==> src/mem_stage_pkg.sv <==
// Memory stage shared definitions

package mem_stage_pkg;

	// ------------------------------------------------------------------------
	// Operations handed over by the execute stage
	// ------------------------------------------------------------------------

	typedef enum logic [2:0] {
		MEM_NONE = 3'd0,
		MEM_LW   = 3'd1,
		MEM_LBU  = 3'd2,
		MEM_SW   = 3'd3,
		MEM_SB   = 3'd4,
		MEM_MFC0 = 3'd5,
		MEM_MTC0 = 3'd6,
		MEM_ERET = 3'd7
	} mem_opt_e;

	// ------------------------------------------------------------------------
	// Exception codes, MIPS cause encoding
	// ------------------------------------------------------------------------

	typedef enum logic [4:0] {
		EC_INT  = 5'd0,
		EC_ADEL = 5'd4,
		EC_ADES = 5'd5,
		EC_SYS  = 5'd8,
		EC_RI   = 5'd10,
		EC_NONE = 5'd31
	} exc_code_e;

	// ------------------------------------------------------------------------
	// Widths
	// ------------------------------------------------------------------------

	localparam int CP0_ADDR_W = 5;
	localparam int REG_ADDR_W = 5;

	// Interrupt lines map onto status[15:8] and cause[15:8]
	localparam int INT_W     = 8;
	localparam int INT_TIMER = 7;

	// ------------------------------------------------------------------------
	// CP0 register numbers
	// ------------------------------------------------------------------------

	localparam logic [4:0] CP0_BADVADDR = 5'd8;
	localparam logic [4:0] CP0_COUNT    = 5'd9;
	localparam logic [4:0] CP0_COMPARE  = 5'd11;
	localparam logic [4:0] CP0_STATUS   = 5'd12;
	localparam logic [4:0] CP0_CAUSE    = 5'd13;
	localparam logic [4:0] CP0_EPC      = 5'd14;

	// Status bit positions
	localparam int STATUS_IE  = 0;
	localparam int STATUS_EXL = 1;

endpackage

==> src/mem_stage.sv <==
// Pipeline memory stage

`timescale 1ns/1ps

module mem_stage (
	input  logic                                 clk,
	input  logic                                 rst,

	// From the execute stage
	input  mem_stage_pkg::mem_opt_e              mem_opt,
	input  logic [31:0]                          mem_addr,
	input  logic [31:0]                          mem_data,
	input  logic [31:0]                          alu_result,
	input  logic [mem_stage_pkg::REG_ADDR_W-1:0] wb_reg_addr_in,
	input  mem_stage_pkg::exc_code_e             exc_code_in,
	input  logic [31:0]                          exc_epc,

	// To writeback
	output logic [mem_stage_pkg::REG_ADDR_W-1:0] wb_reg_addr,
	output logic [31:0]                          wb_reg_data,

	output logic                                 stall,
	output logic                                 flush,

	input  logic [mem_stage_pkg::INT_W-1:0]      int_req,
	output logic [mem_stage_pkg::INT_W-1:0]      int_ack,

	// Wishbone master
	output logic                                 wb_cyc,
	output logic                                 wb_stb,
	output logic                                 wb_we,
	output logic [3:0]                           wb_sel,
	output logic [31:0]                          wb_adr,
	output logic [31:0]                          wb_dat_w,
	input  logic [31:0]                          wb_dat_r,
	input  logic                                 wb_ack,
	input  logic                                 wb_err,

	// CP0 link
	output logic [mem_stage_pkg::CP0_ADDR_W-1:0] cp0_write_addr,
	output logic [31:0]                          cp0_write_data,
	output logic                                 cp0_write_en,
	output logic [mem_stage_pkg::CP0_ADDR_W-1:0] cp0_read_addr,
	input  logic [31:0]                          cp0_read_data,
	output mem_stage_pkg::exc_code_e             exc_code,
	output logic [mem_stage_pkg::INT_W-1:0]      exc_ip,
	output logic [31:0]                          exc_epc_out,
	output logic [31:0]                          exc_badvaddr,
	output logic                                 eret,
	input  logic [31:0]                          status,
	input  logic                                 timer_pending
);

	import mem_stage_pkg::*;

	typedef enum logic {
		READY,
		WAIT
	} state_e;

	state_e state;

	logic [REG_ADDR_W-1:0] wb_reg_addr_latch;
	logic [INT_W-1:0]      timer_vec;
	logic [INT_W-1:0]      int_pending;
	logic                  int_take;
	logic                  byte_access;
	logic [7:0]            load_byte;

	assign stall = (state != READY);
	assign flush = (exc_code != EC_NONE);

	assign cp0_read_addr = mem_addr[CP0_ADDR_W-1:0];

	// ------------------------------------------------------------------------
	// Interrupt detection
	// ------------------------------------------------------------------------

	always_comb begin
		timer_vec            = '0;
		timer_vec[INT_TIMER] = timer_pending;
	end

	assign int_pending = (int_req | timer_vec) & status[15:8];

	// No new interrupt while an entry or a return is still settling
	assign int_take = (|int_pending) && status[STATUS_IE] && !status[STATUS_EXL] &&
		(exc_code == EC_NONE) && !eret;

	// Load lane selection, bus request signals are held during WAIT
	assign byte_access = (wb_sel != 4'b1111);
	assign load_byte   = wb_dat_r[8*wb_adr[1:0] +: 8];

	// ------------------------------------------------------------------------
	// Stage sequencer
	// ------------------------------------------------------------------------

	always_ff @(posedge clk) begin
		// Single cycle pulses
		int_ack      <= '0;
		cp0_write_en <= 1'b0;
		eret         <= 1'b0;

		if (rst) begin
			state       <= READY;
			exc_code    <= EC_NONE;
			exc_ip      <= '0;
			wb_reg_addr <= '0;
			wb_cyc      <= 1'b0;
			wb_stb      <= 1'b0;
		end else begin
			case (state)
				READY: begin
					exc_code          <= EC_NONE;
					exc_ip            <= '0;
					exc_epc_out       <= exc_epc;
					exc_badvaddr      <= mem_addr;
					wb_reg_addr_latch <= wb_reg_addr_in;
					if (exc_code_in != EC_NONE) begin
						exc_code    <= exc_code_in;
						wb_reg_addr <= '0;
					end else if (int_take) begin
						exc_code    <= EC_INT;
						exc_ip      <= int_pending;
						int_ack     <= int_pending;
						wb_reg_addr <= '0;
					end else begin
						wb_reg_addr <= wb_reg_addr_in;
						wb_reg_data <= alu_result;
						case (mem_opt)
							MEM_MFC0: wb_reg_data <= cp0_read_data;
							MEM_MTC0: begin
								state          <= WAIT;
								cp0_write_en   <= 1'b1;
								cp0_write_addr <= mem_addr[CP0_ADDR_W-1:0];
								cp0_write_data <= mem_data;
								// Compare write clears the timer line
								if (mem_addr[CP0_ADDR_W-1:0] == CP0_COMPARE)
									int_ack[INT_TIMER] <= 1'b1;
							end
							MEM_ERET: eret <= 1'b1;
							MEM_LW, MEM_LBU, MEM_SW, MEM_SB: begin
								state       <= WAIT;
								wb_cyc      <= 1'b1;
								wb_stb      <= 1'b1;
								wb_we       <= (mem_opt == MEM_SW) || (mem_opt == MEM_SB);
								wb_adr      <= mem_addr;
								wb_reg_addr <= '0;
								if (mem_opt == MEM_LW || mem_opt == MEM_SW) begin
									wb_sel   <= 4'b1111;
									wb_dat_w <= mem_data;
								end else begin
									wb_sel   <= 4'b0001 << mem_addr[1:0];
									wb_dat_w <= {4{mem_data[7:0]}};
								end
							end
							default: ;
						endcase
					end
				end

				WAIT: begin
					if (!wb_cyc) begin
						// MTC0 has reached CP0
						state <= READY;
					end else if (wb_err) begin
						state        <= READY;
						wb_cyc       <= 1'b0;
						wb_stb       <= 1'b0;
						exc_badvaddr <= wb_adr;
						if (wb_we)
							exc_code <= EC_ADES;
						else
							exc_code <= EC_ADEL;
					end else if (wb_ack) begin
						state  <= READY;
						wb_cyc <= 1'b0;
						wb_stb <= 1'b0;
						if (!wb_we) begin
							wb_reg_addr <= wb_reg_addr_latch;
							wb_reg_data <= byte_access ? {24'd0, load_byte} : wb_dat_r;
						end
					end
				end

				default: state <= READY;
			endcase
		end
	end

endmodule

==> config.mk <==
export PLATFORM = sky130hd
export DESIGN_NAME = mem_stage
export DESIGN_NICKNAME = d
export VERILOG_FILES = /design/src/mem_stage_pkg.sv /design/src/mem_stage.sv
export SDC_FILE = /design/constraint.sdc
export NUM_CORES = 1
export LEC_CHECK = 0
export BUFFER_PORTS_ARGS = -buffer_cell sky130_fd_sc_hd__buf_2
export CORE_AREA = 2 2 190 192
export CTS_BUF_LIST = sky130_fd_sc_hd__clkbuf_4 sky130_fd_sc_hd__clkbuf_8 sky130_fd_sc_hd__clkbuf_16
export DETAILED_ROUTE_END_ITERATION = 16
export DIE_AREA = 0 0 192 194
export GPL_ROUTABILITY_DRIVEN = 0
export SLEW_MARGIN = 20
export SYNTH_ARGS = -nofsm -noshare
export SYNTH_HDL_FRONTEND = slang
export SYNTH_SLANG_ARGS = --single-unit
export TNS_END_PERCENT = 50
==> constraint.sdc <==
create_clock -name clk -period 5.4 [get_ports clk]
set_input_delay 0.27 -clock clk [delete_from_list [all_inputs] [get_ports clk]]
set_output_delay 0.27 -clock clk [all_outputs]
set_load 0.005 [all_outputs]
==> metrics.cfg, run 1 <==
[detailed_routing]
via_count=7459
wl_per_cell_um=18.42
viasPerCell=4.437
first_pass_iters=4
wirelength_um=30970
drc=0
ant_nets=0
drt_iter0_drc=279

[critical_path]
start_kind=input pin
critPathKind=in2reg
cp_cell_sequence=dlygate4sd3_1, buf_2, a222oi_1, nand4_1, nand2_1, nand2_1, and3b_4, buf_4
worstPathRequired_ns=5.59
rrSetupSlack_ns=2.63
cp.arrival_ns=3.20
critPathMaxFanout=44
cp_common_cell=nand2_1
crit_family=simple AND/OR/NAND/NOR gates
max_stage_delay_ns=0.82
end_kind=flip-flop
worst-path-buf-inv=3
crit_slowest_cell=and3b_4

[floorplan]
fp.dieH_um=194
dieWidth_um=192
coreArea_mm2=0.03522
start_util=0.2624
io_pins=489
fp-row-count=69
dieArea_mm2=0.03725

[timing]
rsz0062_at_grt=no
final_hold_viol_count=0
worstMarginPinSlew_ns=0.8090
setup_viol=0
finalCriticalPeriod_ns=3.005
period_share=0.5565
max-slew-margin-rel=0.4607
slew_violations=0
tns_ns=0
fmax_mhz=332.8
skew_ns=0.01630

[synthesis]
yosys.area.top_type_share=0.6725
yosysWarnings=0
synth_most_common_cell=edfxtp_1
ys_top_cells_by_area=edfxtp_1, dfxtp_1, mux2i_1, mux2_2, nand2_1
synth_area_mm2=0.009243
syn_inst=617
synth_edf_count=207
yosys.area.top_type=edfxtp_1
syn_nets=867
synth-main-ff-cell=edfxtp_1
seq_area_frac_synth=0.7397
synth_common_cells=edfxtp_1, nand2_1, o21ai_0, mux2i_1, nand3_1
synth_seq_cells=238
ys_async_sr_fraction=0
syn_avg_cell_area_um2=14.98
ys_types=47

[clock_network]
cts_root_buffer=clkbuf_16
cts_buffers=27
clk_latency_ns=0.54
cts_sinks=238
tritoncts=yes
htree_levels=1
cts_max_path_buffers=3
clk_pin_slew_worst_paths_ns=0.06
ctsResizeCount=0

[power_and_ir_drop]
ir_drop_mv=0.2142
cellPowerDensity_mw_per_mm2=303.3
seq_power_share=0.481
p_clk_frac=0.440
leakage_nw=5.984
pwr-share-comb=0.079
intPower_w=0.003401
p_sw_w=0.0008910
switching_share=0.2076
p_total_w=0.004292

[grt]
grt_pass1_wl_um=44530
grt_use_total=0.1576
grt_start_max_net_pins=67
antenna_found_initial=3
grt_pass1_vias=7747
overflow=0

[job]
cap_viol_max_count=0

[cells_and_area]
nets=1449
drive_above_1_share=0.4672
area_growth_pct=53.11

[min_path]
hold_class=in2reg

[place]
portBuffers=466
dpl.hpwl_um=22530

[status]
status=completed

-- cells by family (layout without fill, tap and decap cells) --
family,after synthesis,after routing,share of synthesized area
muxes,70,70,0.07987
buffers and inverters,38,639,0.02261
other,0,2,0
and+or+nand+nor,167,167,0.08325
AOI/OAI and AO/OA,104,104,0.07459
DFF,238,238,0.7397
-- tightest hold or removal path, stage by stage --
cell and delay, ns:
buf_2 0.09, nand4b_1 0.09, o211ai_1 0.08
-- metrics by stage --
step | utilization | instance area, um2 | std cells | worst slack [ns] | hold WS (ns)
3_5_place_dp | 0.3423 | 12060 | 1516 | 2.317 | 0.4392
4_1_cts | 0.4009 | 14120 | 1678 | 2.287 | 0.002070
2_1_floorplan | - | 9243 | 617 | 1.535 | 0.3689
3_3_place_gp | 0.3417 | 12040 | 1515 | 2.354 | 0.4317
6_report | 0.4017 | 14150 | 1681 | 2.395 | 0.03053
5_1_grt | 0.4016 | 14150 | 1679 | 2.177 | 0.02482
-- layout by cell type, fill, tap and decap left out, types with 6 or more instances in the layout --
| master | count |
|---|---|
| a21oi_1 | 16 |
| buf_2 | 466 |
| buf_4 | 6 |
| clkbuf_16 | 27 |
| clkbuf_4 | 7 |
| dfxtp_1 | 30 |
| dlygate4sd3_1 | 114 |
| edfxtp_1 | 207 |
| mux2_2 | 30 |
| mux2i_1 | 40 |
| nand2_1 | 77 |
| nand3_1 | 32 |
| nor2_1 | 27 |
| o211ai_1 | 9 |
| o21ai_0 | 45 |
| o22a_1 | 7 |
-- final cells by class --
cell class                 instances  area (um2)
fill                            3328       21070
antenna                            2       5.005
sequential                       238        6840
clock inverter                    12       167.7
multi-input combinational        341        2236
timing repair buffer             588        3558
inverter                           3       11.26
clock buffer                      36       755.7
tap                              461       576.8
-- power groups by stage --
stage | clock [W] | combinational [W] | sequential, W
after detailed placement | 0 | 0.000275 | 0.00210
final | 0.00189 | 0.000339 | 0.00206
after global routing | 0.00200 | 0.000373 | 0.00207
after CTS | 0.00194 | 0.000340 | 0.00206
after floorplan | 0 | 0.0000941 | 0.00211
after global placement | 0 | 0.000268 | 0.00210
-- what timing repair did --
item,4_1_cts,5_1_grt
endpoints found under the setup margin,0,0
setup buffers,0,0
hold buffers,114,0
hold endpoints to repair,126,0
-- path summary, 6_finish.rpt --
path	to	cells after the start	startpoint
worst max-delay path	wb_dat_w[12]	8	status[10]
worst min-delay path	exc_code[0]	3	exc_code_in[0]
worst max register to register	int_ack[1]	5	stall
worst min register to register	exc_ip[2]	1	exc_ip[2]
-- flip-flops by register name, summed over array words and instances (netlist names), 4 cells and up --
signal,count
wb_reg_addr,5
exc_epc_out,32
wb_adr,32
int_ack,8
wb_sel,4
cp0_write_addr,5
cp0_write_data,32
wb_reg_data,32
wb_dat_w,32
exc_code,5
exc_ip,8
exc_badvaddr,32
wb_reg_addr_latch,5
-- per-layer routing --
metal / GRT usage / up-vias / wire length, um
met2: 0.2848 / 360 / 15550
met1: 0.1678 / 3528 / 11290
met5: 0 / - / 12
met4: 0.06531 / 2 / 1109
li1: - / 3502 / -
met3: 0.05014 / 67 / 3003
(Power assumes the default switching activity.)
==> run 2: changes to the inputs <==
- clock period: 5.4 -> 2.8 ns (I/O delays scaled with it)
==> run 2 against run 1 <==
Against the previous run:
- final cell count increased by 4.8%
- non-clock buffer count rose by 81
- total power up 92%
- critical path depth unchanged
- highest routed layer is now met4
==> metrics.cfg, run 2 (same netlist as run 1, synthesis figures left out) <==
[timing]
tns_ns=0
max-slew-margin-rel=0.4970
period_share=0.9350
worstMarginPinSlew_ns=0.7545
rsz0062_at_grt=no
fmax_mhz=382.0
final_hold_viol_count=0
layout_setup_ws_ns=0.1821
finalCriticalPeriod_ns=2.618
skew_ns=0.01364
hold_slack_ns=0.02215
slew_violations=0
setup_viol=0

[status]
status=completed

[floorplan]
fp.dieH_um=194
start_util=0.2624
dieArea_mm2=0.03725
coreArea_mm2=0.03522
io_pins=489
fp-row-count=69
dieWidth_um=192

[detailed_routing]
viasPerCell=4.404
ant_nets=0
wl_per_cell_um=18.40
wirelength_um=32400
first_pass_iters=4
drt_iter0_drc=277
via_count=7756
drc=0

[power_and_ir_drop]
cellPowerDensity_mw_per_mm2=550.7
p_total_w=0.008219
ir_drop_mv=0.6290
leakage_nw=6.326

[cells_and_area]
layout_commonest_cell=buf_2
final_cell_mix=buf_2, edfxtp_1, dlygate4sd3_1, nand2_1, o21ai_0
fillers=3248
area_growth_pct=61.47
layout.cells.non_filler=1761
drive_above_1_share=0.4441
nets=1529

[clock_network]
cts_sinks=238
cts_buffers=26
cts_root_buffer=clkbuf_16
cts_max_path_buffers=3
clk_latency_ns=0.54
clk_pin_slew_worst_paths_ns=0.06
tritoncts=yes
htree_levels=1

[grt]
antenna_found_initial=3
grt_start_max_net_pins=59
grt_pass1_vias=8191
grt_use_total=0.1670
overflow=0
grt_pass1_wl_um=47000

[critical_path]
cp_common_cell=dlygate4sd3_1
cp.arrival_ns=2.90
cp_cell_sequence=dlygate4sd3_1, buf_2, nand3b_1, buf_6, mux2i_1, dlygate4sd3_1, o21ai_0, dlygate4sd3_1
worst-path-buf-inv=5
critPathKind=in2reg
end_kind=flip-flop
rrSetupSlack_ns=0.32
max_stage_delay_ns=0.59
crit_family=buffers and inverters
start_kind=input pin
worstPathRequired_ns=3.09
critPathMaxFanout=32
crit_slowest_cell=dlygate4sd3_1

[job]
cap_viol_max_count=0

[place]
portBuffers=466
dpl.hpwl_um=22590
placed_cells=1524
place_ws_ns=0.4848

[min_path]
hold_class=in2reg

==> run 2: worst paths after layout <==
check                                     from               to  depth (start not counted)
worst max register to register           stall        exc_ip[1]                          6
worst min register to register       exc_ip[6]        exc_ip[6]                          1
worst max-delay path                mem_opt[0]  wb_reg_data[20]                          8
worst min-delay path            alu_result[25]  wb_reg_data[25]                          3
==> run 2: stage by stage <==
stage,cell area [um2],util
2_1_floorplan,9249,-
3_3_place_gp,12160,0.3452
3_5_place_dp,12160,0.3452
4_1_cts,14910,0.4234
5_1_grt,14920,0.4236
6_report,14920,0.4237
==> run 2: area by class of cell <==
class                           instances  area [um2]  share of cell area
Sequential cell                       238        6840              0.4583
Timing Repair Buffer                  669        4380              0.2935
Multi-Input combinational cell        341        2237              0.1499
Clock buffer                           39       784.5             0.05257
Tap cell                              461       576.8             0.03865
Clock inverter                          7       86.33            0.005785
Inverter                                3       11.26           0.0007545
Antenna cell                            3       7.507           0.0005030
==> run 2: what timing repair did <==
action	CTS	global route
endpoints found under the hold margin	229	0
setup endpoints to repair	0	5
gates resized for setup	0	1
hold buffers	188	0
setup buffers	0	0
==> run 2: power breakdown <==
part,internal [W],leakage [nW],total (W),switching (W)
combinational,0.000432,3.73,0.000757,0.000326
clock,0.00211,0.437,0.00349,0.00138
sequential,0.00395,2.16,0.00397,0.0000260
==> run 2: layer usage <==
metal	share of wire	up-vias	wire, um	GRT usage
met5	0	-	0	0
met4	0.024	0	766	0.05485
li1	-	3672	-	-
met2	0.51	367	16640	0.3115
met3	0.093	48	3019	0.05158
met1	0.37	3669	11970	0.1762
==> run 2: tightest hold or removal path, cell delays in order <==
cell and delay [ns]:
buf_2 0.09, mux2i_1 0.06, o21ai_0 0.15
==> run 3: changes to the inputs <==
- RECOVER_POWER: unset -> 100
==> run 3 against run 2 <==
Against the previous run:
- clock power about the same
- register-to-register slack lost 0.04 ns
- critical path depth unchanged
- critical path type unchanged
- highest routed layer unchanged
==> metrics.cfg, run 3 (same netlist as run 1, synthesis figures left out) <==
[status]
status=completed

[clock_network]
clk_latency_ns=0.54
cts_max_path_buffers=3
cts_buffers=26
cts_setup_buffers=0
tritoncts=yes
cts_root_buffer=clkbuf_16
htree_levels=1
clk_pin_slew_worst_paths_ns=0.06
cts_sinks=238

[floorplan]
fp-row-count=69
start_util=0.2624
dieArea_mm2=0.03725
dieWidth_um=192
fp.dieH_um=194
coreArea_mm2=0.03522
io_pins=489

[cells_and_area]
fillers=3411
seqCellArea_mm2=0.006840
layout_commonest_cell=clkbuf_1
multi_input_area_mm2=0.002186
final_cell_mix=clkbuf_1, buf_2, edfxtp_1, dlygate4sd3_1, nand2_1
nets=1529
final_util=0.4122
drive_above_1_share=0.2460
area_growth_pct=57.10

[timing]
max-slew-margin-rel=0.3782
finalCriticalPeriod_ns=2.599
setup_viol=0
worstMarginPinSlew_ns=0.9327
slew_violations=0
final_hold_viol_count=0
period_share=0.9281
skew_ns=0.01156
hold_slack_ns=0.02219
fmax_mhz=384.8
rsz0062_at_grt=no

[critical_path]
critPathMaxFanout=32
cp.arrival_ns=2.88
start_kind=input pin
critPathKind=in2reg
max_stage_delay_ns=0.58
cp_common_cell=dlygate4sd3_1
cp_cell_sequence=dlygate4sd3_1, buf_2, nand3b_1, buf_6, mux2i_1, dlygate4sd3_1, o21ai_0, dlygate4sd3_1
crit_slowest_cell=dlygate4sd3_1
end_kind=flip-flop
worstPathRequired_ns=3.09

[grt]
grt_pass1_wl_um=47000
antenna_found_initial=3
grt_pass1_vias=8191
grt_start_max_net_pins=59
overflow=0
grt_use_total=0.1670

[power_and_ir_drop]
intPower_w=0.006460
seq_power_share=0.485
switching_share=0.2117
p_sw_w=0.001735
p_clk_frac=0.426
ir_drop_mv=0.6253
cellPowerDensity_mw_per_mm2=564.4
leakage_nw=5.606
pwr-share-comb=0.088

[detailed_routing]
viasPerCell=4.372
drc=0
drt_iter0_drc=257
wl_per_cell_um=18.37
first_pass_iters=5
via_count=7703
ant_nets=0
wirelength_um=32360

[job]
cap_viol_max_count=0

[min_path]
hold_class=in2reg

[place]
dpl.hpwl_um=22590
portBuffers=466

[run 3: final timing paths]
check	from	end	slack (ns)	depth (start not counted)
setup / recovery	mem_opt[0]	wb_reg_data[20]	0.20	8
hold / removal	alu_result[25]	wb_reg_data[25]	0.02	3
setup reg to reg	stall	exc_ip[1]	0.28	6
hold reg to reg	exc_ip[6]	exc_ip[6]	0.45	1
[run 3: per-stage QoR]
step           cells  total power [W]  setup slack [ns]  TNS, ns  instance area, um2
3_3_place_gp    1524         0.004574            0.5345        0               12160
2_1_floorplan    617         0.004242           -0.1220   -4.515                9249
4_1_cts         1758         0.008320            0.1435        0               14910
3_5_place_dp    1524         0.004588            0.4848        0               12160
5_1_grt         1760         0.008488           0.05831        0               14520
6_report        1762         0.008195            0.2012        0               14520
[run 3: what timing repair did]
action | in CTS | in global routing
setup endpoints to repair | 0 | 5
endpoints found under the hold margin | 229 | 0
hold buffers | 188 | 0
gates resized for setup | 0 | 1
[run 3: final cells by class]
cell class,instances,area share
Sequential cell,238,0.4711
Clock inverter,7,0.005946
Clock buffer,39,0.05403
Antenna cell,4,0.0006894
Timing Repair Buffer,669,0.2772
Inverter,3,0.0007755
Multi-Input combinational cell,341,0.1505
Tap cell,461,0.03972
[run 3: worst max-delay path: cells and delay by family]
family / cells / cell delay [ns]
mux: 1 / 0.25
simple gates: 1 / 0.12
buf+inv: 5 / 2.25
compound gates: 1 / 0.07
[run 3: per-layer routing]
metal  wire, um  global-route usage  share of wire  up-vias
li1           -                   -              -     3671
met1      11910              0.1762           0.37     3627
met2      16650              0.3115           0.51      360
met3       3056             0.05158          0.094       45
met4        750             0.05485          0.023        0
met5          0                   0              0        -
[run 3: power groups by stage]
stage	registers, W	clock network (W)	logic [W]
floorplan	0.00406	0	0.000182
global placement	0.00405	0	0.000527
detailed placement	0.00405	0	0.000538
CTS	0.00398	0.00359	0.000756
global route	0.00398	0.00371	0.000794
finish	0.00398	0.00349	0.000724
