<file path="src/mem_stage_pkg.sv">
// Memory stage shared definitions

package mem_stage_pkg;

	// ------------------------------------------------------------------------
	// Operations handed over by the execute stage
	// ------------------------------------------------------------------------

	typedef enum logic [2:0] {
		MEM_NONE = 3'd0,
		MEM_LW   = 3'd1,
		MEM_LBU  = 3'd2,
		MEM_SW   = 3'd3,
		MEM_SB   = 3'd4,
		MEM_MFC0 = 3'd5,
		MEM_MTC0 = 3'd6,
		MEM_ERET = 3'd7
	} mem_opt_e;

	// ------------------------------------------------------------------------
	// Exception codes, MIPS cause encoding
	// ------------------------------------------------------------------------

	typedef enum logic [4:0] {
		EC_INT  = 5'd0,
		EC_ADEL = 5'd4,
		EC_ADES = 5'd5,
		EC_SYS  = 5'd8,
		EC_RI   = 5'd10,
		EC_NONE = 5'd31
	} exc_code_e;

	// ------------------------------------------------------------------------
	// Widths
	// ------------------------------------------------------------------------

	localparam int CP0_ADDR_W = 5;
	localparam int REG_ADDR_W = 5;

	// Interrupt lines map onto status[15:8] and cause[15:8]
	localparam int INT_W     = 8;
	localparam int INT_TIMER = 7;

	// ------------------------------------------------------------------------
	// CP0 register numbers
	// ------------------------------------------------------------------------

	localparam logic [4:0] CP0_BADVADDR = 5'd8;
	localparam logic [4:0] CP0_COUNT    = 5'd9;
	localparam logic [4:0] CP0_COMPARE  = 5'd11;
	localparam logic [4:0] CP0_STATUS   = 5'd12;
	localparam logic [4:0] CP0_CAUSE    = 5'd13;
	localparam logic [4:0] CP0_EPC      = 5'd14;

	// Status bit positions
	localparam int STATUS_IE  = 0;
	localparam int STATUS_EXL = 1;

endpackage

</file>
<file path="src/cp0_regs.sv">
// Coprocessor 0 register block

`timescale 1ns/1ps

module cp0_regs #(
	parameter logic [31:0] EXC_VECTOR = 32'h8000_0180
) (
	input  logic                               clk,
	input  logic                               rst,
	input  logic                               count_en,

	// Register write from MTC0
	input  logic [mem_stage_pkg::CP0_ADDR_W-1:0] cp0_write_addr,
	input  logic [31:0]                        cp0_write_data,
	input  logic                               cp0_write_en,

	// Combinational read for MFC0
	input  logic [mem_stage_pkg::CP0_ADDR_W-1:0] cp0_read_addr,
	output logic [31:0]                        cp0_read_data,

	// Exception entry and return
	input  mem_stage_pkg::exc_code_e           exc_code,
	input  logic [mem_stage_pkg::INT_W-1:0]    exc_ip,
	input  logic [31:0]                        exc_epc,
	input  logic [31:0]                        exc_badvaddr,
	input  logic                               eret,

	output logic [31:0]                        status,
	output logic                               timer_pending,
	output logic                               exc_jmp_flag,
	output logic [31:0]                        exc_jmp_dest
);

	import mem_stage_pkg::*;

	logic [31:0] cause;
	logic [31:0] epc;
	logic [31:0] badvaddr;
	logic [31:0] count;
	logic [31:0] compare;

	logic exc_taken;
	logic addr_exc;
	logic count_wr;
	logic compare_wr;
	logic status_wr;
	logic cause_wr;
	logic epc_wr;

	assign exc_taken = (exc_code != EC_NONE);
	assign addr_exc  = (exc_code == EC_ADEL) || (exc_code == EC_ADES);

	assign count_wr   = cp0_write_en && (cp0_write_addr == CP0_COUNT);
	assign compare_wr = cp0_write_en && (cp0_write_addr == CP0_COMPARE);
	assign status_wr  = cp0_write_en && (cp0_write_addr == CP0_STATUS);
	assign cause_wr   = cp0_write_en && (cp0_write_addr == CP0_CAUSE);
	assign epc_wr     = cp0_write_en && (cp0_write_addr == CP0_EPC);

	// Exception entry wins over a pending ERET
	assign exc_jmp_flag = exc_taken || eret;
	assign exc_jmp_dest = exc_taken ? EXC_VECTOR : epc;

	// ------------------------------------------------------------------------
	// Control registers
	// ------------------------------------------------------------------------

	always_ff @(posedge clk) begin
		if (rst) begin
			status        <= '0;
			cause         <= '0;
			count         <= '0;
			compare       <= '1;
			timer_pending <= 1'b0;
		end else begin
			if (count_wr)
				count <= cp0_write_data;
			else if (count_en)
				count <= count + 32'd1;

			// Writing compare acknowledges the timer
			if (compare_wr) begin
				compare       <= cp0_write_data;
				timer_pending <= 1'b0;
			end else if (count == compare) begin
				timer_pending <= 1'b1;
			end

			if (exc_taken) begin
				status[STATUS_EXL] <= 1'b1;
				cause[6:2]         <= exc_code;
				cause[15:8]        <= exc_ip;
			end else if (eret) begin
				status[STATUS_EXL] <= 1'b0;
			end else if (status_wr) begin
				status <= cp0_write_data;
			end else if (cause_wr) begin
				// Only the two software interrupt bits are writable
				cause[9:8] <= cp0_write_data[9:8];
			end
		end
	end

	// ------------------------------------------------------------------------
	// Exception payload
	// ------------------------------------------------------------------------

	always_ff @(posedge clk) begin
		if (exc_taken) begin
			epc <= exc_epc;
			if (addr_exc)
				badvaddr <= exc_badvaddr;
		end else if (epc_wr) begin
			epc <= cp0_write_data;
		end
	end

	// Read mux
	always_comb begin
		case (cp0_read_addr)
			CP0_BADVADDR: cp0_read_data = badvaddr;
			CP0_COUNT:    cp0_read_data = count;
			CP0_COMPARE:  cp0_read_data = compare;
			CP0_STATUS:   cp0_read_data = status;
			CP0_CAUSE:    cp0_read_data = cause;
			CP0_EPC:      cp0_read_data = epc;
			default:      cp0_read_data = '0;
		endcase
	end

endmodule

</file>
<file path="config.mk">
export PLATFORM = sky130hd
export DESIGN_NAME = cp0_regs
export DESIGN_NICKNAME = d
export VERILOG_FILES = /design/src/mem_stage_pkg.sv /design/src/cp0_regs.sv
export SDC_FILE = /design/constraint.sdc
export NUM_CORES = 1
export LEC_CHECK = 0
export BUFFER_PORTS_ARGS = -buffer_cell sky130_fd_sc_hd__buf_4
export CORE_MARGIN = 3
export CORE_UTILIZATION = 57
export DETAILED_ROUTE_END_ITERATION = 10
export PLACE_DENSITY = 0.93
export SYNTH_ARGS = -nofsm -noshare
export SYNTH_HDL_FRONTEND = slang
export SYNTH_SLANG_ARGS = --single-unit
</file>
<file path="constraint.sdc">
create_clock -name clk -period 6.7 [get_ports clk]
set_clock_uncertainty 0.1 [all_clocks]
set_input_delay 0.67 -clock clk [delete_from_list [all_inputs] [get_ports clk]]
set_output_delay 0.67 -clock clk [all_outputs]
set_load 0.01 [all_outputs]
</file>
==> results.sh, run 1 <==
export IMPL_status="completed"
export IMPL_slew_headroom_pct=19.2
export IMPL_async_flop_share_pct=0
export IMPL_synth_cell_types=48
export IMPL_peakVddDrop_mv=0.169
export IMPL_rsz0062_at_grt="no"
export IMPL_clock_tree_buffer_depth=2
export IMPL_post_route_cell_area_mm2=0.0108
export IMPL_clkSinkCount=174
export IMPL_num_rows=44
export IMPL_synth_seq_cells=174
export IMPL_grt_max_degree=66
export IMPL_netlist_area_mm2=0.00851
export IMPL_avgRoutedWirePerCell_um=21.2
export IMPL_clk_pin_slew_ns=0.07
export IMPL_hpwl_um=18700
export IMPL_comb_power_share_pct=8.0
export IMPL_ant_nets=0
export IMPL_p_switching_mw=0.536
export IMPL_timing_final_ws_setup_ns=3.28
export IMPL_synthCells=955
export IMPL_core_mm2=0.0146
export IMPL_antenna_cells=0
export IMPL_route_detailed_drc=0
export IMPL_clkLatencyLatePin_ns=0.43
export IMPL_wirelength_um=28200
export IMPL_grt_antenna_before_repair=0
export IMPL_synth_edf_count=64
export IMPL_drv_slew=0
export IMPL_syn_nets=1080
export IMPL_drt_first_pass_iters=6
export IMPL_power_frac_clock_pct=42.0
export IMPL_vias_per_cell=6.33
export IMPL_initial_utilization_pct=58.4
export IMPL_crit_chain="buf_4, or3b_1, nor2_4, a222oi_1, nand2_1, buf_4"
export IMPL_portBuffers=221
export IMPL_grt_pass1_vias=8282
export IMPL_startpoint_type="primary input"
export IMPL_die_area_mm2=0.0164
export IMPL_p_leak_nw=4.61
export IMPL_crit_top_cell="buf_4"
export IMPL_slowest_stage="nor2_4"
export IMPL_via_count=8421
export IMPL_hold_depth=1
export IMPL_slowest_delay_ns=0.83
export IMPL_intPower_mw=1.77
export IMPL_worstPathRequired_ns=5.93
export IMPL_area_growth_pct=27.2
export IMPL_max_freq_mhz=292
export IMPL_ys_flop_type="dfxtp_1"
export IMPL_power_density_mw_per_mm2=213
export IMPL_grt_pass1_wl_um=44000
export IMPL_drt_iter0_drc=1244
export IMPL_die_w_um=128
export IMPL_numCtsBuffers=17
export IMPL_gp_congestion=0.896
export IMPL_crit_type="in2out"
export IMPL_hold_class="in2reg"
export IMPL_pre_cts_slack_ns=3.36
export IMPL_r2r_end="count[25]"
export IMPL_cts_hold_buf=0
export IMPL_setup_violations_final=0
export IMPL_cp_arrival_ns=2.65
export IMPL_end_kind="output pin"
export IMPL_rr_worst_depth=5
export IMPL_cts_root_buffer="clkbuf_16"
export IMPL_die_h_um=128
export IMPL_p_sw_share_pct=23.3
export IMPL_grt_ovfl_total=0
export IMPL_io_pins=222
export IMPL_cp_max_fo=32
export IMPL_layout_nets=1259
export IMPL_fin_crit_ns=3.42
export IMPL_r2r_start="count[3]"
export IMPL_syn_avg_cell_area_um2=8.92
export IMPL_r2r_slack_ns=4.45
export IMPL_seq_area_frac_synth_pct=48.4
export IMPL_postCtsSetupBuffers=0
export IMPL_cts_tree="built"
export IMPL_ctsHtreeMaxLevel=4
export IMPL_setup_tns_ns=0
export IMPL_post_dp_cell_area_mm2=0.0103
export IMPL_fin_crit_sh_pct=51.1
export IMPL_yosysWarnings=0
export IMPL_worst_pin_slew_ns=1.21
export IMPL_utilization_pct=74.2
export IMPL_min_to="badvaddr[31]"
export IMPL_hold_viol=0
export IMPL_cts_resized=0
export IMPL_drive_above_1_share_pct=26.0
export IMPL_track_usage_pct=34.1
export IMPL_drv_cap=0
export IMPL_min_delay_start="exc_badvaddr[31]"
export IMPL_seqPwrFrac_pct=50.0
[layer usage]
metal | GRT usage [%] | wire (um)
met1 | 42.8 | 10400
met2 | 55.7 | 13800
met3 | 8.71 | 3190
met4 | 14.9 | 906
met5 | 0 | 0
[how the worst max path moves through the flow]
stage                           startpoint                end  slack (ns)  depth (start not counted)
after floorplan                exc_code[4]        badvaddr[0]        1.89                          2
after global placement    cp0_read_addr[4]  cp0_read_data[25]        3.40                          6
after detailed placement  cp0_read_addr[4]  cp0_read_data[26]        3.36                          6
after CTS                 cp0_read_addr[4]  cp0_read_data[26]        3.36                          6
after global routing      cp0_read_addr[4]  cp0_read_data[28]        3.25                          6
final                     cp0_read_addr[4]  cp0_read_data[26]        3.28                          6
[registers in the layout (all words and copies together) (netlist names)]
register / cells
badvaddr: 32
cause: 13
compare: 32
epc: 32
status: 32
timer_pending: 1
count: 32
[power by group through the flow]
| stage | logic, mW | clock network, mW | registers, mW |
|---|---|---|---|
| 6_report | 0.183 | 0.968 | 1.15 |
| 4_1_cts | 0.181 | 0.971 | 1.15 |
| 3_3_place_gp | 0.175 | 0 | 1.17 |
| 3_5_place_dp | 0.179 | 0 | 1.17 |
| 5_1_grt | 0.197 | 1.02 | 1.16 |
| 2_1_floorplan | 0.0757 | 0 | 1.17 |
[metrics by stage]
stage	instances	total power, mW	hold slack, ns
2_1_floorplan	955	1.24	0.332
3_3_place_gp	1299	1.35	0.338
3_5_place_dp	1299	1.35	0.346
4_1_cts	1331	2.30	0.295
5_1_grt	1331	2.37	0.294
6_report	1331	2.30	0.312
[layout by cell type (no fill, tap or decap), types with 3 or more instances in the layout]
cell type	instances
nor2_1	48
dfxtp_1	110
mux2i_1	4
clkinv_2	5
buf_4	236
nor4_1	7
a211oi_1	20
nand3b_1	37
clkbuf_16	17
nand3_1	28
a211oi_2	10
nand2_1	270
nor2_4	4
a22oi_1	58
xor2_1	18
a21oi_1	39
a222oi_1	19
edfxtp_1	64
nor3_2	4
or3_1	5
nor3b_1	4
nand4_1	20
xnor2_1	44
and3_1	35
clkinv_4	3
[synthesized netlist by cell type, types with 7 or more instances]
cell type | n | area share, %
nand2_1 | 270 | 12
dfxtp_1 | 110 | 26
edfxtp_1 | 64 | 23
a22oi_1 | 58 | 5.1
clkbuf_1 | 55 | 2.4
nor2_1 | 52 | 2.3
xnor2_1 | 44 | 4.5
a21oi_1 | 39 | 2.3
nand3b_1 | 37 | 3.3
and3_1 | 35 | 2.6
nand3_1 | 28 | 1.6
buf_2 | 21 | 1.2
a211oi_1 | 20 | 1.8
nand4_1 | 20 | 1.5
a222oi_1 | 19 | 2.2
xor2_1 | 18 | 1.9
a211oi_2 | 10 | 1.5
nor4_1 | 7 | 0.51
[area by class of cell]
cell class	count	area, um2
clock buffers	18	429
clock inverters	14	144
fillers	1000	3760
inverters	3	11.3
multi-input cells	702	4120
flip-flops and latches	174	4120
well taps	184	230
repair buffers	236	1770
[cell families after synthesis]
| kind of cell | synth area share, % |
|---|---|
| xor gates and xnor gates | 6.38 |
| AOI/OAI and AO/OA | 13.5 |
| and+or+nand+nor | 27.3 |
| adders and majority gates | 0.147 |
| DFF | 48.4 |
| muxes | 0.470 |
| buffers and inverters | 3.79 |
[critical path, delay by kind of cell]
| family | cells | cell delay, ns |
|---|---|---|
| buf+inv | 2 | 0.24 |
| simple gates | 3 | 1.46 |
| compound gates | 1 | 0.28 |
(Power assumes the default switching activity.)
==> run 2, diff against run 1 <==
- ABC_AREA: unset -> 1
- CORE_UTILIZATION: 57 -> 54
- PLACE_DENSITY: 0.93 -> 0.89
- clock period: 6.7 -> 3.2 ns (I/O delays scaled with it)
==> run 2 against run 1 <==
Against the previous run:
- combinational power is 140% higher
- synthesized cell count is 28% higher
- non-clock buffer count is 32 higher
- cell area is 7.6% higher
- sequential power is 110% higher
- power is 110% higher
- die area is 11% higher
- hold slack worse by 0.30 ns
- register-to-register slack worse by 3.1 ns
==> results.sh, run 2 <==
export IMPL_num_rows=46
export IMPL_max_freq_mhz=382
export IMPL_yosysWarnings=0
export IMPL_p_leak_nw=5.31
export IMPL_synth_top_area_share_pct=24.5
export IMPL_drv_slew=0
export IMPL_power_frac_clock_pct=40.1
export IMPL_cts_resized=0
export IMPL_async_flop_share_pct=0
export IMPL_power_total_mw=4.74
export IMPL_drt_first_pass_iters=5
export IMPL_postCtsSetupBuffers=0
export IMPL_multi_input_area_mm2=0.00406
export IMPL_wirelength_um=28400
export IMPL_syn_nets=1347
export IMPL_power_density_mw_per_mm2=407
export IMPL_synthCells=1222
export IMPL_grt_antenna_before_repair=0
export IMPL_initial_utilization_pct=55.9
export IMPL_area_growth_pct=29.5
export IMPL_worstPathRequired_ns=2.78
export IMPL_fin_crit_ns=2.62
export IMPL_hpwl_um=20000
export IMPL_cp_max_fo=26
export IMPL_synth_area_mux_share_pct=0
export IMPL_worst_pin_slew_ns=1.24
export IMPL_fin_crit_sh_pct=81.8
export IMPL_portBuffers=221
export IMPL_regArea_mm2=0.00412
export IMPL_clock_tree_buffer_depth=2
export IMPL_synth_adder_area_share_pct=0.139
export IMPL_synth_edf_count=64
export IMPL_p_sw_share_pct=23.3
export IMPL_vias_per_cell=5.56
export IMPL_netlist_area_mm2=0.00900
export IMPL_route_detailed_drc=0
export IMPL_synth_seq_cells=174
export IMPL_peakVddDrop_mv=0.374
export IMPL_gp_congestion=0.942
export IMPL_grt_pass1_vias=9140
export IMPL_setup_tns_ns=0
export IMPL_clkSinkCount=174
export IMPL_post_dp_cell_area_mm2=0.0108
export IMPL_utilization_pct=72.3
export IMPL_seqPwrFrac_pct=50.6
export IMPL_drive_above_1_share_pct=19.7
export IMPL_ctsHtreeMaxLevel=4
export IMPL_grt_ovfl_total=0
export IMPL_drv_cap=0
export IMPL_ant_nets=0
export IMPL_grt_max_degree=54
export IMPL_yosys_area_share_simple_pct=24.0
export IMPL_synth_compound_area_share_pct=17.4
export IMPL_startpoint_type="primary input"
export IMPL_hold_viol=0
export IMPL_track_usage_pct=30.9
export IMPL_cts_tree="built"
export IMPL_fill_cells=1276
export IMPL_seq_area_frac_synth_pct=45.8
export IMPL_ys_flop_type="dfxtp_1"
export IMPL_intPower_mw=3.64
export IMPL_grt_pass1_wl_um=44900
export IMPL_synth_commonest_cells="nand2_1 (319), inv_1 (147), nor2_1 (114), dfxtp_1 (110), a21oi_1 (102)"
export IMPL_clkLatencyLatePin_ns=0.44
export IMPL_layout_nets=1577
export IMPL_clk_pin_slew_ns=0.06
export IMPL_drt_iter0_drc=899
export IMPL_layout_cells_most_common="nand2_1"
export IMPL_p_switching_mw=1.10
export IMPL_status="completed"
export IMPL_synth_top_family_by_area="simple AND/OR/NAND/NOR gates"
export IMPL_yosys_area_top_type="dfxtp_1"
export IMPL_comb_power_share_pct=9.3
export IMPL_yosysMostFrequentCell="nand2_1"
export IMPL_crit_type="in2out"
export IMPL_die_h_um=135
export IMPL_die_w_um=135
export IMPL_avgRoutedWirePerCell_um=16.9
export IMPL_synth_area_top_cells="dfxtp_1 (24%), edfxtp_1 (21%), nand2_1 (13%)"
export IMPL_numCtsBuffers=17
export IMPL_yosys_area_share_xor_xnor_pct=3.31
export IMPL_slew_headroom_pct=16.8
export IMPL_cts_root_buffer="clkbuf_16"
export IMPL_syn_avg_cell_area_um2=7.37
export IMPL_hold_class="in2reg"
export IMPL_post_route_cell_area_mm2=0.0117
export IMPL_cp_arrival_ns=2.20
export IMPL_core_mm2=0.0161
export IMPL_rsz0062_at_grt="no"
export IMPL_die_area_mm2=0.0183
export IMPL_end_kind="output pin"
export IMPL_via_count=9340
export IMPL_synth_cell_types=34
export IMPL_antenna_cells=0
export IMPL_mostFrequentLayoutCells="nand2_1 (319), buf_4 (235), inv_1 (147), nor2_1 (114), dfxtp_1 (110)"
export IMPL_setup_violations_final=0
export IMPL_io_pins=222
-- run 2: path summary, 6_finish.rpt --
check                         from                end  slack, ns  cells after the start
setup / recovery  cp0_read_addr[4]  cp0_read_data[29]       0.58                     11
hold / removal           exc_ip[3]          cause[11]      0.009                      3
setup reg to reg          count[1]          count[26]       1.37                      9
hold reg to reg      timer_pending      timer_pending       0.36                      2
-- run 2: power groups by stage --
| stage | sequential, mW | clock [mW] | combinational [mW] |
|---|---|---|---|
| 6_report | 2.40 | 1.90 | 0.439 |
| 5_1_grt | 2.41 | 1.99 | 0.478 |
| 4_1_cts | 2.40 | 1.90 | 0.434 |
| 2_1_floorplan | 2.44 | 0 | 0.182 |
| 3_3_place_gp | 2.44 | 0 | 0.389 |
| 3_5_place_dp | 2.45 | 0 | 0.399 |
-- run 2: final cells by class --
class | count | area share (%)
inverters | 152 | 4.91
repair buffers | 268 | 18.1
clock inverters | 8 | 0.590
multi-input cells | 839 | 34.9
flip-flops and latches | 174 | 35.4
well taps | 216 | 2.32
clock buffers | 24 | 3.88
-- run 2: per-layer routing --
layer  track usage (%)  wire length [um]
met3              6.15              2530
met2              53.1             14100
met5                 0                 0
met1              38.3             11000
met4              12.0               796
-- run 2: stage by stage --
| stage | hold slack [ns] | instances | setup WS (ns) |
|---|---|---|---|
| floorplan | 0.319 | 1222 | 0.0206 |
| global placement | 0.337 | 1617 | 0.701 |
| detailed placement | 0.351 | 1617 | 0.605 |
| CTS | 0.00278 | 1681 | 0.586 |
| global route | 0.0129 | 1681 | 0.336 |
| finish | 0.00854 | 1681 | 0.583 |
-- run 2: critical path, cell delays in order --
cell      delay [ns]
buf_4           0.12
inv_2           0.06
nand2_1         0.04
nor2_1          0.16
nand3_1         0.37
inv_2           0.61
nand2_1         0.11
nand2_1         0.09
a21oi_1         0.04
o211ai_1        0.10
buf_4           0.16
-- run 2: cells by family after synthesis --
kind of cell	after synthesis
xor+xnor	34
flops	174
compound gates	282
fa+ha+maj	1
buf+inv	209
simple gates	522
-- run 2: repair_timing --
action	in CTS	in global routing
endpoints found under the setup margin	0	0
hold buffers	32	0
endpoints found under the hold margin	32	0
==> run 3, diff against run 2 <==
- ABC_AREA: 1 -> 0
- CORE_UTILIZATION: 54 -> 53
- PLACE_DENSITY: 0.89 -> 0.88
- clock period: 3.2 -> 2.47 ns (I/O delays scaled with it)
==> run 3 against run 2 <==
Against the previous run:
- hold slack gained 0.0094 ns
- cell area grew 4.2%
- sequential cell count is the same
- sequential power grew 30%
- register-to-register slack lost 0.94 ns
- non-clock buffer count grew 88
- die area shrank 3.5%
- largest cell class unchanged
==> results.sh, run 3 (synthesis results as in run 1) <==
export IMPL_cts_resized=0
export IMPL_grt_ovfl_total=0
export IMPL_track_usage_pct=35.5
export IMPL_ant_nets=0
export IMPL_drt_first_pass_iters=7
export IMPL_num_rows=45
export IMPL_clock_tree_buffer_depth=2
export IMPL_via_count=8938
export IMPL_crit_path_start="exc_code[2]"
export IMPL_r2r_end="count[22]"
export IMPL_layout_nets=1379
export IMPL_drv_slew=0
export IMPL_grt_antenna_before_repair=1
export IMPL_ctsHtreeMaxLevel=4
export IMPL_die_w_um=133
export IMPL_r2r_start="count[4]"
export IMPL_cts_tree="built"
export IMPL_rsz0062_at_grt="no"
export IMPL_area_growth_pct=42.6
export IMPL_worstPathRequired_ns=2.55
export IMPL_io_pins=222
export IMPL_setup_tns_ns=0
export IMPL_hold_viol=0
export IMPL_crit_end="epc[4]"
export IMPL_layout_cells_most_common="nand2_1"
export IMPL_cp_arrival_ns=2.44
export IMPL_r2r_slack_ns=0.43
export IMPL_drt_iter0_drc=1237
export IMPL_drv_cap=0
export IMPL_grt_max_degree=61
export IMPL_startpoint_type="primary input"
export IMPL_avgRoutedWirePerCell_um=21.5
export IMPL_slew_headroom_pct=62.9
export IMPL_clkLatencyLatePin_ns=0.43
export IMPL_grt_pass1_vias=9126
export IMPL_route_detailed_drc=0
export IMPL_holdWs_ns=0.0180
export IMPL_postCtsSetupBuffers=0
export IMPL_portBuffers=221
export IMPL_vias_per_cell=6.04
export IMPL_core_mm2=0.0155
export IMPL_utilization_pct=78.4
export IMPL_crit_type="in2reg"
export IMPL_power_density_mw_per_mm2=539
export IMPL_hpwl_um=19100
export IMPL_die_h_um=133
export IMPL_numCtsBuffers=17
export IMPL_die_area_mm2=0.0176
export IMPL_clkSinkCount=174
export IMPL_cts_root_buffer="clkbuf_16"
export IMPL_hold_class="in2reg"
export IMPL_fin_crit_ns=2.36
export IMPL_drive_above_1_share_pct=24.7
export IMPL_grt_pass1_wl_um=49700
export IMPL_clk_pin_slew_ns=0.07
export IMPL_setup_violations_final=0
export IMPL_status="completed"
export IMPL_worst_pin_slew_ns=0.557
export IMPL_rr_worst_depth=5
export IMPL_pre_cts_slack_ns=0.453
export IMPL_gp_congestion=0.949
export IMPL_timing_final_ws_setup_ns=0.111
export IMPL_cp_max_fo=21
export IMPL_initial_utilization_pct=55.0
export IMPL_max_freq_mhz=424
export IMPL_peakVddDrop_mv=0.480
export IMPL_end_kind="flip-flop"
export IMPL_wirelength_um=31900
export IMPL_p_leak_nw=5.17
export IMPL_fin_crit_sh_pct=95.5
export IMPL_mostFrequentLayoutCells="nand2_1 (270), buf_4 (243), dfxtp_1 (110), dlygate4sd3_1 (106), edfxtp_1 (64)"
[run 3: cell types whose count changed in the layout (fill, tap and decap cells not counted), moves of 20 or more]
cell,before,now
inv_1,147,2
o21ai_0,98,1
dlygate4sd3_1,32,106
nor2_1,114,48
a21oi_1,102,39
nand2_1,319,270
a22oi_1,15,58
nand3b_1,0,37
and3_1,0,35
nand3_1,59,28
o22ai_1,31,0
o211ai_1,30,0
xnor2_1,23,44
a211oi_1,0,20
[run 3: report_power, final]
| group | total [mW] | internal, mW | switching, mW |
|---|---|---|---|
| Clock | 2.75 | 1.58 | 1.17 |
| Combinational | 0.668 | 0.365 | 0.303 |
| Sequential | 3.13 | 3.06 | 0.0646 |
[run 3: metrics by stage]
stage          area, um2  power, mW  instances
2_1_floorplan       8530       3.37        955
3_3_place_gp       10500       3.67       1340
3_5_place_dp       10500       3.69       1340
4_1_cts            12100       6.50       1478
5_1_grt            12100       6.70       1479
6_report           12100       6.54       1479
[run 3: cell type report]
cell class | count | area (um2)
Fill cell | 935 | 3340
Clock buffer | 19 | 464
Antenna cell | 1 | 2.50
Clock inverter | 13 | 135
Multi-Input combinational cell | 702 | 4110
Timing Repair Buffer | 356 | 3030
Sequential cell | 174 | 4120
Inverter | 3 | 11.3
Tap cell | 211 | 264
[run 3: routing by layer]
layer	routed length, um	share of wire [%]	track usage [%]	vias up
li1	-	-	-	3989
met1	12000	38	44.3	4230
met2	15400	48	58.9	601
met3	3210	10	8.02	118
met4	1280	4.0	16.2	0
met5	0	0	0	-
[run 3: worst min path at each step]
stage / slack [ns] / cells after the start / to / start
4_1_cts: 0.00006 / 3 / cause[8] / exc_ip[0]
3_3_place_gp: 0.33 / 1 / badvaddr[18] / exc_badvaddr[18]
2_1_floorplan: 0.25 / 0 / badvaddr[0] / exc_badvaddr[0]
6_report: 0.02 / 3 / cause[8] / exc_ip[0]
5_1_grt: 0.02 / 3 / cause[8] / exc_ip[0]
3_5_place_dp: 0.33 / 1 / badvaddr[1] / exc_badvaddr[1]
[run 3: repair_timing]
| item | in CTS | in global routing |
|---|---|---|
| endpoints found under the hold margin | 131 | 0 |
| hold buffers | 106 | 0 |
| setup endpoints to repair | 0 | 0 |
[run 3: worst max-delay path: stages]
cell and delay (ns):
dlygate4sd3_1 0.53, buf_4 0.13, and4_1 0.22, buf_4 0.22
nand2_1 0.10, buf_4 0.25, nand2_1 0.10, nand2_1 0.07
dlygate4sd3_1 0.58
